**config.mk**
```make
export PLATFORM = sky130hd
export DESIGN_NAME = ss_top
export DESIGN_NICKNAME = d
export VERILOG_FILES = /design/src/hdl/ss_pkg.sv /design/src/hdl/ss_ifc.sv /design/src/hdl/ss_best_track.sv /design/src/hdl/ss_probe_seq.sv /design/src/hdl/ss_top.sv /design/src/hdl/ss_tune_lane.sv
export VERILOG_INCLUDE_DIRS = /design/src /design/src/hdl
export SDC_FILE = /design/constraint.sdc
export NUM_CORES = 1
export LEC_CHECK = 0
export ABC_AREA = 0
export ABC_CLOCK_PERIOD_IN_PS = 7600
export BUFFER_PORTS_ARGS = -buffer_cell sky130_fd_sc_hd__buf_2
export CAP_MARGIN = 25
export CORE_MARGIN = 3
export CORE_UTILIZATION = 30
export DETAILED_ROUTE_END_ITERATION = 10
export GPL_TIMING_DRIVEN = 0
export PLACE_DENSITY = 0.49
export RECOVER_POWER = 25
export SYNTH_ARGS = -nofsm -noshare
export SYNTH_HDL_FRONTEND = slang
export SYNTH_SLANG_ARGS = --single-unit
```
**constraint.sdc**
```tcl
create_clock -name CLK -period 7.6 [get_ports CLK]
set_input_delay 0 -clock CLK [delete_from_list [all_inputs] [get_ports CLK]]
set_output_delay 0 -clock CLK [all_outputs]
set_load 0.03 [all_outputs]
```
**src/hdl/ss_cfg.svh**
```systemverilog
// fixed-point widths only; SS_LANES must stay a power of two so the lane index wraps cleanly
`ifndef SS_CFG_SVH
`define SS_CFG_SVH

// bits per trim code, codes wrap modulo 2**SS_CODE_W
`define SS_CODE_W 5

// number of trim lanes on the analog block
`define SS_LANES 4

// measurement width, lower value is better
`define SS_ANA_W 8

// move counter and move limit width
`define SS_ITER_W 11

`endif

```
**src/hdl/ss_pkg.sv**
```systemverilog
// shared types for the neighbour search; widths come from ss_cfg.svh and are not parameters
`include "ss_cfg.svh"

package ss_pkg;

    // one trim code, unsigned, arithmetic wraps
    typedef logic [`SS_CODE_W-1:0] code_t;

    // lane number
    typedef logic [$clog2(`SS_LANES)-1:0] lane_idx_t;

    // neighbour index
    // bit 0 is the direction, 1 means +1
    // upper bits select the lane
    typedef logic [$clog2(`SS_LANES):0] nbr_idx_t;

    // measurement sample
    typedef logic [`SS_ANA_W-1:0] ana_t;

    // move count and limit
    typedef logic [`SS_ITER_W-1:0] iter_t;

    // sequencer states
    typedef enum logic [2:0] {
        IDLE,
        APPLY,
        WAIT_MEAS,
        DECIDE,
        MOVE,
        DONE
    } seq_state_e;

endpackage

```
**src/hdl/ss_ifc.sv**
```systemverilog
// internal links only; one probe in flight, the sequencer holds nbr stable across each measurement

////////////////////////////////////////////////////////////
// lane control, sequencer to every trim lane
////////////////////////////////////////////////////////////
interface lane_ctrl_if import ss_pkg::*; ();

    // load slice of init_tune into committed code
    logic     load_init;
    // neighbour applied, level through apply and wait
    logic     probe_on;
    // current neighbour index
    nbr_idx_t nbr;
    // one-cycle move of the addressed lane
    logic     commit;

    modport master (
        output load_init,
        output probe_on,
        output nbr,
        output commit
    );

    modport lane (
        input load_init,
        input probe_on,
        input nbr,
        input commit
    );

endinterface

////////////////////////////////////////////////////////////
// measurement path, sequencer and best tracker
////////////////////////////////////////////////////////////
// nbr comes in from the lane control bundle
interface meas_if import ss_pkg::*; (input nbr_idx_t nbr);

    logic     meas_take;
    logic     meas_base;
    logic     sweep_clr;
    // results, valid the cycle after meas_take
    logic     found;
    nbr_idx_t best_nbr;
    ana_t     best_ana;

    modport seq (
        output meas_take,
        output meas_base,
        output sweep_clr,
        input  found,
        input  best_nbr,
        input  best_ana
    );

    modport track (
        input  nbr,
        input  meas_take,
        input  meas_base,
        input  sweep_clr,
        output found,
        output best_nbr,
        output best_ana
    );

endinterface

```
**src/hdl/ss_best_track.sv**
```systemverilog
// strict-less replace, so among equal neighbours the earliest index wins; no reload of best on start
`include "ss_cfg.svh"

module ss_best_track import ss_pkg::*; (
    input  logic        CLK,
    input  logic        RST_N,
    input  ana_t        ana_bits,
    meas_if.track       meas
);

    ana_t     best_q;
    nbr_idx_t best_nbr_q;
    logic     found_q;
    logic     better;

    // neighbour beats the committed point
    assign better = (ana_bits < best_q);

    ////////////////////////////////////////////////////////////
    // best value and winner record
    ////////////////////////////////////////////////////////////
    always_ff @(posedge CLK or negedge RST_N) begin
        if (!RST_N) begin
            best_q     <= {`SS_ANA_W{1'b1}};
            best_nbr_q <= '0;
            found_q    <= 1'b0;
        end else if (meas.meas_take) begin
            if (meas.meas_base) begin
                // baseline always taken as is
                best_q <= ana_bits;
            end else if (better) begin
                best_q     <= ana_bits;
                best_nbr_q <= meas.nbr;
                found_q    <= 1'b1;
            end
        end else if (meas.sweep_clr) begin
            // new sweep around the committed point
            found_q <= 1'b0;
        end
    end

    // results back to the sequencer
    assign meas.best_ana = best_q;
    assign meas.best_nbr = best_nbr_q;
    assign meas.found    = found_q;

endmodule

```
**src/hdl/ss_probe_seq.sv**
```systemverilog
// mode_4d is sampled at start; nxt is ignored outside WAIT_MEAS and start is ignored while busy
`include "ss_cfg.svh"

module ss_probe_seq import ss_pkg::*; (
    input  logic              CLK,
    input  logic              RST_N,
    input  logic              start,
    input  logic              mode_4d,
    input  logic              nxt,
    input  iter_t             max_iter,
    input  ana_t              threshold,
    output logic              tune_valid,
    output logic              busy,
    output logic              done,
    output iter_t             iter_cnt,
    lane_ctrl_if.master       lane,
    meas_if.seq               meas
);

    seq_state_e state;
    seq_state_e state_nxt;

    // latched search mode, 1 = all four lanes
    logic     mode_q;
    // set while the baseline point is measured
    logic     base_q;
    logic     tune_valid_q;
    nbr_idx_t nbr_q;
    iter_t    iter_q;

    logic     start_ok;
    logic     last_nbr;
    logic     thr_hit;
    logic     sweep_go;
    iter_t    iter_inc;
    nbr_idx_t nbr_last;

    ////////////////////////////////////////////////////////////
    // decode helpers
    ////////////////////////////////////////////////////////////
    // restart only from idle or done
    assign start_ok = start && (state == IDLE || state == DONE);

    // 2-D sweep stops after lane 1 (+1), index 3
    assign nbr_last = mode_q ? nbr_idx_t'(2 * `SS_LANES - 1) : nbr_idx_t'(3);
    assign last_nbr = (nbr_q == nbr_last);

    // threshold accept on the committed point
    assign thr_hit  = (meas.best_ana <= threshold);
    assign iter_inc = iter_q + iter_t'(1);

    ////////////////////////////////////////////////////////////
    // next state
    ////////////////////////////////////////////////////////////
    always_comb begin
        state_nxt = state;
        sweep_go  = 1'b0;
        case (state)
            IDLE, DONE: begin
                if (start_ok) begin
                    state_nxt = APPLY;
                end
            end
            // codes settle this cycle, strobe follows
            APPLY: begin
                state_nxt = WAIT_MEAS;
            end
            WAIT_MEAS: begin
                if (nxt) begin
                    state_nxt = DECIDE;
                end
            end
            DECIDE: begin
                if (base_q) begin
                    // baseline done, maybe already good enough
                    if (thr_hit || iter_q == max_iter) begin
                        state_nxt = DONE;
                    end else begin
                        sweep_go  = 1'b1;
                        state_nxt = APPLY;
                    end
                end else if (!last_nbr) begin
                    state_nxt = APPLY;
                end else if (meas.found) begin
                    state_nxt = MOVE;
                end else begin
                    // no neighbour improved, local minimum
                    state_nxt = DONE;
                end
            end
            MOVE: begin
                // best_ana already holds the new point's value
                if (thr_hit || iter_inc == max_iter) begin
                    state_nxt = DONE;
                end else begin
                    sweep_go  = 1'b1;
                    state_nxt = APPLY;
                end
            end
            default: begin
                state_nxt = IDLE;
            end
        endcase
    end

    ////////////////////////////////////////////////////////////
    // state, neighbour and move registers
    ////////////////////////////////////////////////////////////
    always_ff @(posedge CLK or negedge RST_N) begin
        if (!RST_N) begin
            state        <= IDLE;
            mode_q       <= 1'b0;
            base_q       <= 1'b0;
            tune_valid_q <= 1'b0;
            nbr_q        <= '0;
            iter_q       <= '0;
        end else begin
            state        <= state_nxt;
            // pulse one cycle after codes settle
            tune_valid_q <= (state == APPLY);
            if (start_ok) begin
                mode_q <= mode_4d;
                base_q <= 1'b1;
                nbr_q  <= '0;
                iter_q <= '0;
            end else if (sweep_go) begin
                base_q <= 1'b0;
                nbr_q  <= '0;
            end else if (state == DECIDE && !base_q) begin
                // at sweep end point nbr at the winner for commit
                nbr_q <= last_nbr ? meas.best_nbr : nbr_q + nbr_idx_t'(1);
            end
            if (state == MOVE) begin
                iter_q <= iter_inc;
            end
        end
    end

    ////////////////////////////////////////////////////////////
    // outputs
    ////////////////////////////////////////////////////////////
    assign lane.load_init = start_ok;
    assign lane.probe_on  = !base_q && (state == APPLY || state == WAIT_MEAS);
    assign lane.nbr       = nbr_q;
    assign lane.commit    = (state == MOVE);

    assign meas.meas_take = (state == WAIT_MEAS) && nxt;
    assign meas.meas_base = base_q;
    assign meas.sweep_clr = sweep_go;

    assign tune_valid = tune_valid_q;
    assign busy       = (state != IDLE) && (state != DONE);
    assign done       = (state == DONE);
    assign iter_cnt   = iter_q;

endmodule

```
**src/hdl/ss_top.sv**
```systemverilog
// one point in flight; ana_bits is sampled only on the cycle nxt is high while waiting for it
`include "ss_cfg.svh"

module ss_top import ss_pkg::*; (
    input  logic                             CLK,
    input  logic                             RST_N,
    input  logic                             start,
    input  logic                             mode_4d,
    input  logic [`SS_LANES*`SS_CODE_W-1:0]  init_tune,
    input  iter_t                            max_iter,
    input  ana_t                             threshold,
    input  logic                             nxt,
    input  ana_t                             ana_bits,
    output logic [`SS_LANES*`SS_CODE_W-1:0]  tune_bits,
    output logic                             tune_valid,
    output logic                             busy,
    output logic                             done,
    output ana_t                             best_ana,
    output iter_t                            iter_cnt
);

    lane_ctrl_if lane_i ();
    // tracker sees the probed neighbour through this bundle
    meas_if      meas_i (.nbr(lane_i.nbr));

    ////////////////////////////////////////////////////////////
    // sequencer
    ////////////////////////////////////////////////////////////
    ss_probe_seq seq_i (
        .CLK        (CLK),
        .RST_N      (RST_N),
        .start      (start),
        .mode_4d    (mode_4d),
        .nxt        (nxt),
        .max_iter   (max_iter),
        .threshold  (threshold),
        .tune_valid (tune_valid),
        .busy       (busy),
        .done       (done),
        .iter_cnt   (iter_cnt),
        .lane       (lane_i.master),
        .meas       (meas_i.seq)
    );

    ////////////////////////////////////////////////////////////
    // trim lanes, lane 0 in the low bits
    ////////////////////////////////////////////////////////////
    for (genvar g = 0; g < `SS_LANES; g++) begin : g_lane
        ss_tune_lane #(.LANE_ID(g)) lane_u (
            .CLK       (CLK),
            .RST_N     (RST_N),
            .init_code (init_tune[g*`SS_CODE_W +: `SS_CODE_W]),
            .ctrl      (lane_i.lane),
            .code      (tune_bits[g*`SS_CODE_W +: `SS_CODE_W])
        );
    end

    // measurement compare
    ss_best_track track_i (
        .CLK      (CLK),
        .RST_N    (RST_N),
        .ana_bits (ana_bits),
        .meas     (meas_i.track)
    );

    assign best_ana = meas_i.best_ana;

endmodule

```
**src/hdl/ss_tune_lane.sv**
```systemverilog
// codes wrap modulo 32, so 0 - 1 gives 31; the applied code is combinational from the registers
`include "ss_cfg.svh"

module ss_tune_lane import ss_pkg::*; #(
    parameter int LANE_ID = 0
) (
    input  logic        CLK,
    input  logic        RST_N,
    input  code_t       init_code,
    lane_ctrl_if.lane   ctrl,
    output code_t       code
);

    code_t     committed;
    code_t     step_code;
    lane_idx_t nbr_lane;
    logic      hit;

    // lane field of the neighbour index
    assign nbr_lane = ctrl.nbr[$bits(nbr_idx_t)-1:1];
    assign hit      = (nbr_lane == lane_idx_t'(LANE_ID));

    // even index steps down, odd steps up
    assign step_code = ctrl.nbr[0] ? committed + `SS_CODE_W'(1)
                                   : committed - `SS_CODE_W'(1);

    ////////////////////////////////////////////////////////////
    // committed code
    ////////////////////////////////////////////////////////////
    always_ff @(posedge CLK or negedge RST_N) begin
        if (!RST_N) begin
            committed <= '0;
        end else if (ctrl.load_init) begin
            committed <= init_code;
        end else if (ctrl.commit && hit) begin
            // accepted move, same step as the probe
            committed <= step_code;
        end
    end

    // neighbour only while this lane is probed
    assign code = (ctrl.probe_on && hit) ? step_code : committed;

endmodule

```
==> impl_metrics.py <==
metrics = {
    "synthesis": {
        "synth_top_cells_by_count": "44 x dfrtp_1, 34 x nand2_1, 33 x nor2_1",
        "synth-edff-count": 0,
        "synth_warnings": 0,
        "yosysMostFrequentCell": "dfrtp_1",
        "synth_fp_nets": 513,
        "synth_top_area_share_pct": 27.77,
        "avgSynthCellArea_um2": 9.264,
        "synthCells": 428,
        "synthDistinctLibCells": 61,
        "synth_area_mm2": 0.003965,
        "synth.area.top_cells": "dfrtp_1 28%, ha_1 9.2%, dfstp_2 5.3%",
        "synth_seq_cells": 52,
        "yosysTopAreaCell": "dfrtp_1",
        "synthArstFlopShare_pct": 100.0,
        "synth_flop_cell": "dfrtp_1",
        "yosysSeqAreaShare_pct": 33.07,
    },
    "critical_path": {
        "worstSetupPathDepth": 8,
        "endpoint_kind": "output port",
        "crit_arrival_ns": 3.19,
        "rr_worst_depth": 7,
        "crit_path_max_fanout": 20,
        "crit_required_ns": 7.60,
        "path_class": "reg2out",
        "cp-start-kind": "register",
        "crit_buf_inv": 2,
        "path_cells": "clkinv_1 -> fa_1 -> a21o_1 -> a21oi_1 -> xnor2_1 -> nand2_1 -> xnor2_1 -> buf_2",
        "r2r_slack_ns": 4.64,
        "slowest_delay_ns": 0.73,
        "cpMaxStageDelayCell": "fa_1",
        "crit_top_cell": "xnor2_1",
        "crit_family": "buffers and inverters",
    },
    "power_and_ir_drop": {
        "peakVddDrop_v": 0.0001192,
        "intPower_w": 0.0009976,
        "finalPower_w": 0.001900,
        "clock_power_share_pct": 12.8,
        "leakage_nw": 2.323,
        "cellPowerDensity_mw_per_mm2": 373.8,
        "switching_power_w": 0.0009023,
        "combPwrFrac_pct": 61.0,
        "switching_share_pct": 47.49,
        "seqPwrFrac_pct": 26.2,
    },
    "clock_tree": {
        "cts.clk_slew.worst_paths_ns": 0.07,
        "cts_buffers": 5,
        "cts_htree_levels": 2,
        "cts-root-buf": "clkbuf_16",
        "clk-insertion-delay-late_ns": 0.31,
        "clock_sinks": 52,
        "postCtsResizedCells": 0,
        "cts_setup_buffers": 0,
        "cts_hold_buf": 28,
        "clk_path_buf_depth": 2,
        "cts_tree": "done",
    },
    "grt": {
        "grt_max_degree": 33,
        "grt_usage_pct": 15.13,
        "grt_util_met1_pct": 20.48,
        "met3_usage_pct": 2.238,
        "grt_use_met2_pct": 25.15,
        "overflow": 0,
        "grt_pass1_vias": 3606,
        "grt_first_pass_wirelength_um": 17740,
        "top_usage_layer": "met2",
        "antenna_found_initial": 0,
    },
    "finish": {
        "final_nets": 643,
        "final_layout_size_suffix_gt1_share_pct": 27.55,
        "area_growth_pct": 28.18,
        "finalNonFillerCells": 731,
        "n_antenna_cell": 0,
    },
    "floorplan": {
        "initial_core_util_pct": 31.04,
        "dieHeight_um": 121.0,
        "io_pins": 94,
        "die_x_um": 121.0,
        "coreArea_mm2": 0.01277,
        "die_area_mm2": 0.01463,
        "rows": 41,
    },
    "sta": {
        "setup_violations": 0,
        "slew_violations": 33,
        "tns_ns": 0,
        "fin_skew_ns": 0.006485,
        "hold_viol_final": 0,
        "tightest_slew_ns": 2.007,
        "fmax_ghz": 0.3139,
        "layout_min_cycle_time_ns": 3.185,
        "maxSlewHeadroom_pct": -33.79,
        "fin_crit_sh_pct": 41.91,
        "rsz0062_at_grt": "no",
    },
    "run_status": {
        "outcome": "finished, violations left",
        "violations": "max-capacitance violations, max-slew violations",
    },
    "routing": {
        "wirelength_um": 10720,
        "post_drt_wl_per_cell_um": 14.66,
        "firstDrtPassIters": 4,
        "via_count": 3528,
        "vias_per_cell": 4.826,
        "drcViolationCount": 0,
        "drt_iter0_markers": 209,
        "ant_nets": 0,
    },
    "place": {
        "place_inst": 695,
        "globalplace.congestion": 0.7746,
        "dp_hpwl_um": 8067,
        "port-buffer-count": 93,
    },
    "hold_path": {
        "whs_path_depth": 3,
        "hp-class": "in2reg",
    },
    "job": {
        "max_cap_viol_count": 1,
    },
}
worst min-delay path: stages:
cell	delay [ns]
buf_2	0.08
o22ai_1	0.08
nor2_1	0.10
routing by layer:
metal / vias up / part of all wire (%)
met4: 0 / 1.2
met2: 68 / 46
met1: 1665 / 49
met3: 7 / 3.8
li1: 1788 / -
met5: - / 0
sequential cells by signal, indices dropped and copies added, names as in the netlist:
signal and cells:
g_lane.lane_u.committed 20, track_i.meas.best_ana 8, seq_i.iter_cnt 11, seq_i.tune_valid 1, seq_i.meas.meas_base 1, track_i.meas.best_nbr 3
seq_i.lane.nbr 3, seq_i.mode_q 1, track_i.meas.found 1, seq_i.state 3
power by group through the flow:
stage / clock (W) / sequential (W) / combinational [W]
after floorplan: 0 / 0.000545 / 0.000821
after global placement: 0 / 0.000498 / 0.00114
after detailed placement: 0 / 0.000503 / 0.00115
after CTS: 0.000254 / 0.000498 / 0.00117
after global routing: 0.000263 / 0.000517 / 0.00129
final: 0.000243 / 0.000498 / 0.00116
path summary, 6_finish.rpt:
check                                              start                             to
min in group asynchronous                          RST_N  g_lane[2].lane_u.committed[3]
worst max register to register         seq_i.lane.nbr[0]  g_lane[1].lane_u.committed[4]
max in group asynchronous                          RST_N              seq_i.iter_cnt[7]
worst min register to register  track_i.meas.best_nbr[1]       track_i.meas.best_nbr[1]
worst min-delay path                       init_tune[11]  g_lane[2].lane_u.committed[1]
worst max-delay path                   seq_i.lane.nbr[0]                  tune_bits[14]
kinds of logic after synthesis:
group | after synthesis | share of synthesized area, %
fa+ha+maj | 33 | 11.17
mux | 24 | 6.564
xor+xnor | 42 | 9.467
simple gates | 138 | 19.12
flops | 52 | 33.07
buf+inv | 43 | 4.827
compound gates | 96 | 15.78
per-stage QoR:
stage          utilization [%]  worst slack (ns)  area (µm²)  hold WS [ns]
2_1_floorplan                -             4.967        3965       -0.2956
3_3_place_gp             36.37             4.669        4646        0.2116
3_5_place_dp             36.74             4.652        4693      -0.01194
4_1_cts                  40.10             4.366        5122      0.001197
5_1_grt                  39.79             4.181        5082       0.04140
6_report                 39.79             4.415        5082      0.003418
area by class of cell:
class	instances	area (µm²)
plain buffers	17	93.84
clock buffers	6	138.9
clock inverters	2	10.01
fillers	1301	7691
inverters	26	97.59
multi-input cells	333	2462
flip-flops and latches	52	1311
well taps	172	215.2
repair buffers	123	753.2
cells in the final DEF (no fill, tap or decap), types with 5 or more instances in the layout:
| cell | n |
|---|---|
| nor3_1 | 5 |
| dfstp_2 | 8 |
| nand4_1 | 7 |
| a221o_1 | 5 |
| buf_2 | 98 |
| dlygate4sd3_1 | 28 |
| buf_4 | 6 |
| clkbuf_1 | 6 |
| nand2_1 | 34 |
| ha_1 | 29 |
| mux2i_1 | 8 |
| a21oi_1 | 22 |
| o21ai_0 | 27 |
| clkbuf_16 | 5 |
| nor3b_1 | 5 |
| dfrtp_1 | 44 |
| nand2b_1 | 7 |
| o22ai_1 | 7 |
| xor2_1 | 20 |
| xnor2_1 | 21 |
| nand3_1 | 11 |
| nor2_1 | 33 |
| inv_1 | 25 |
| mux2_2 | 15 |
| a21o_1 | 8 |
No activity file was read; power rests on OpenSTA's default activity.
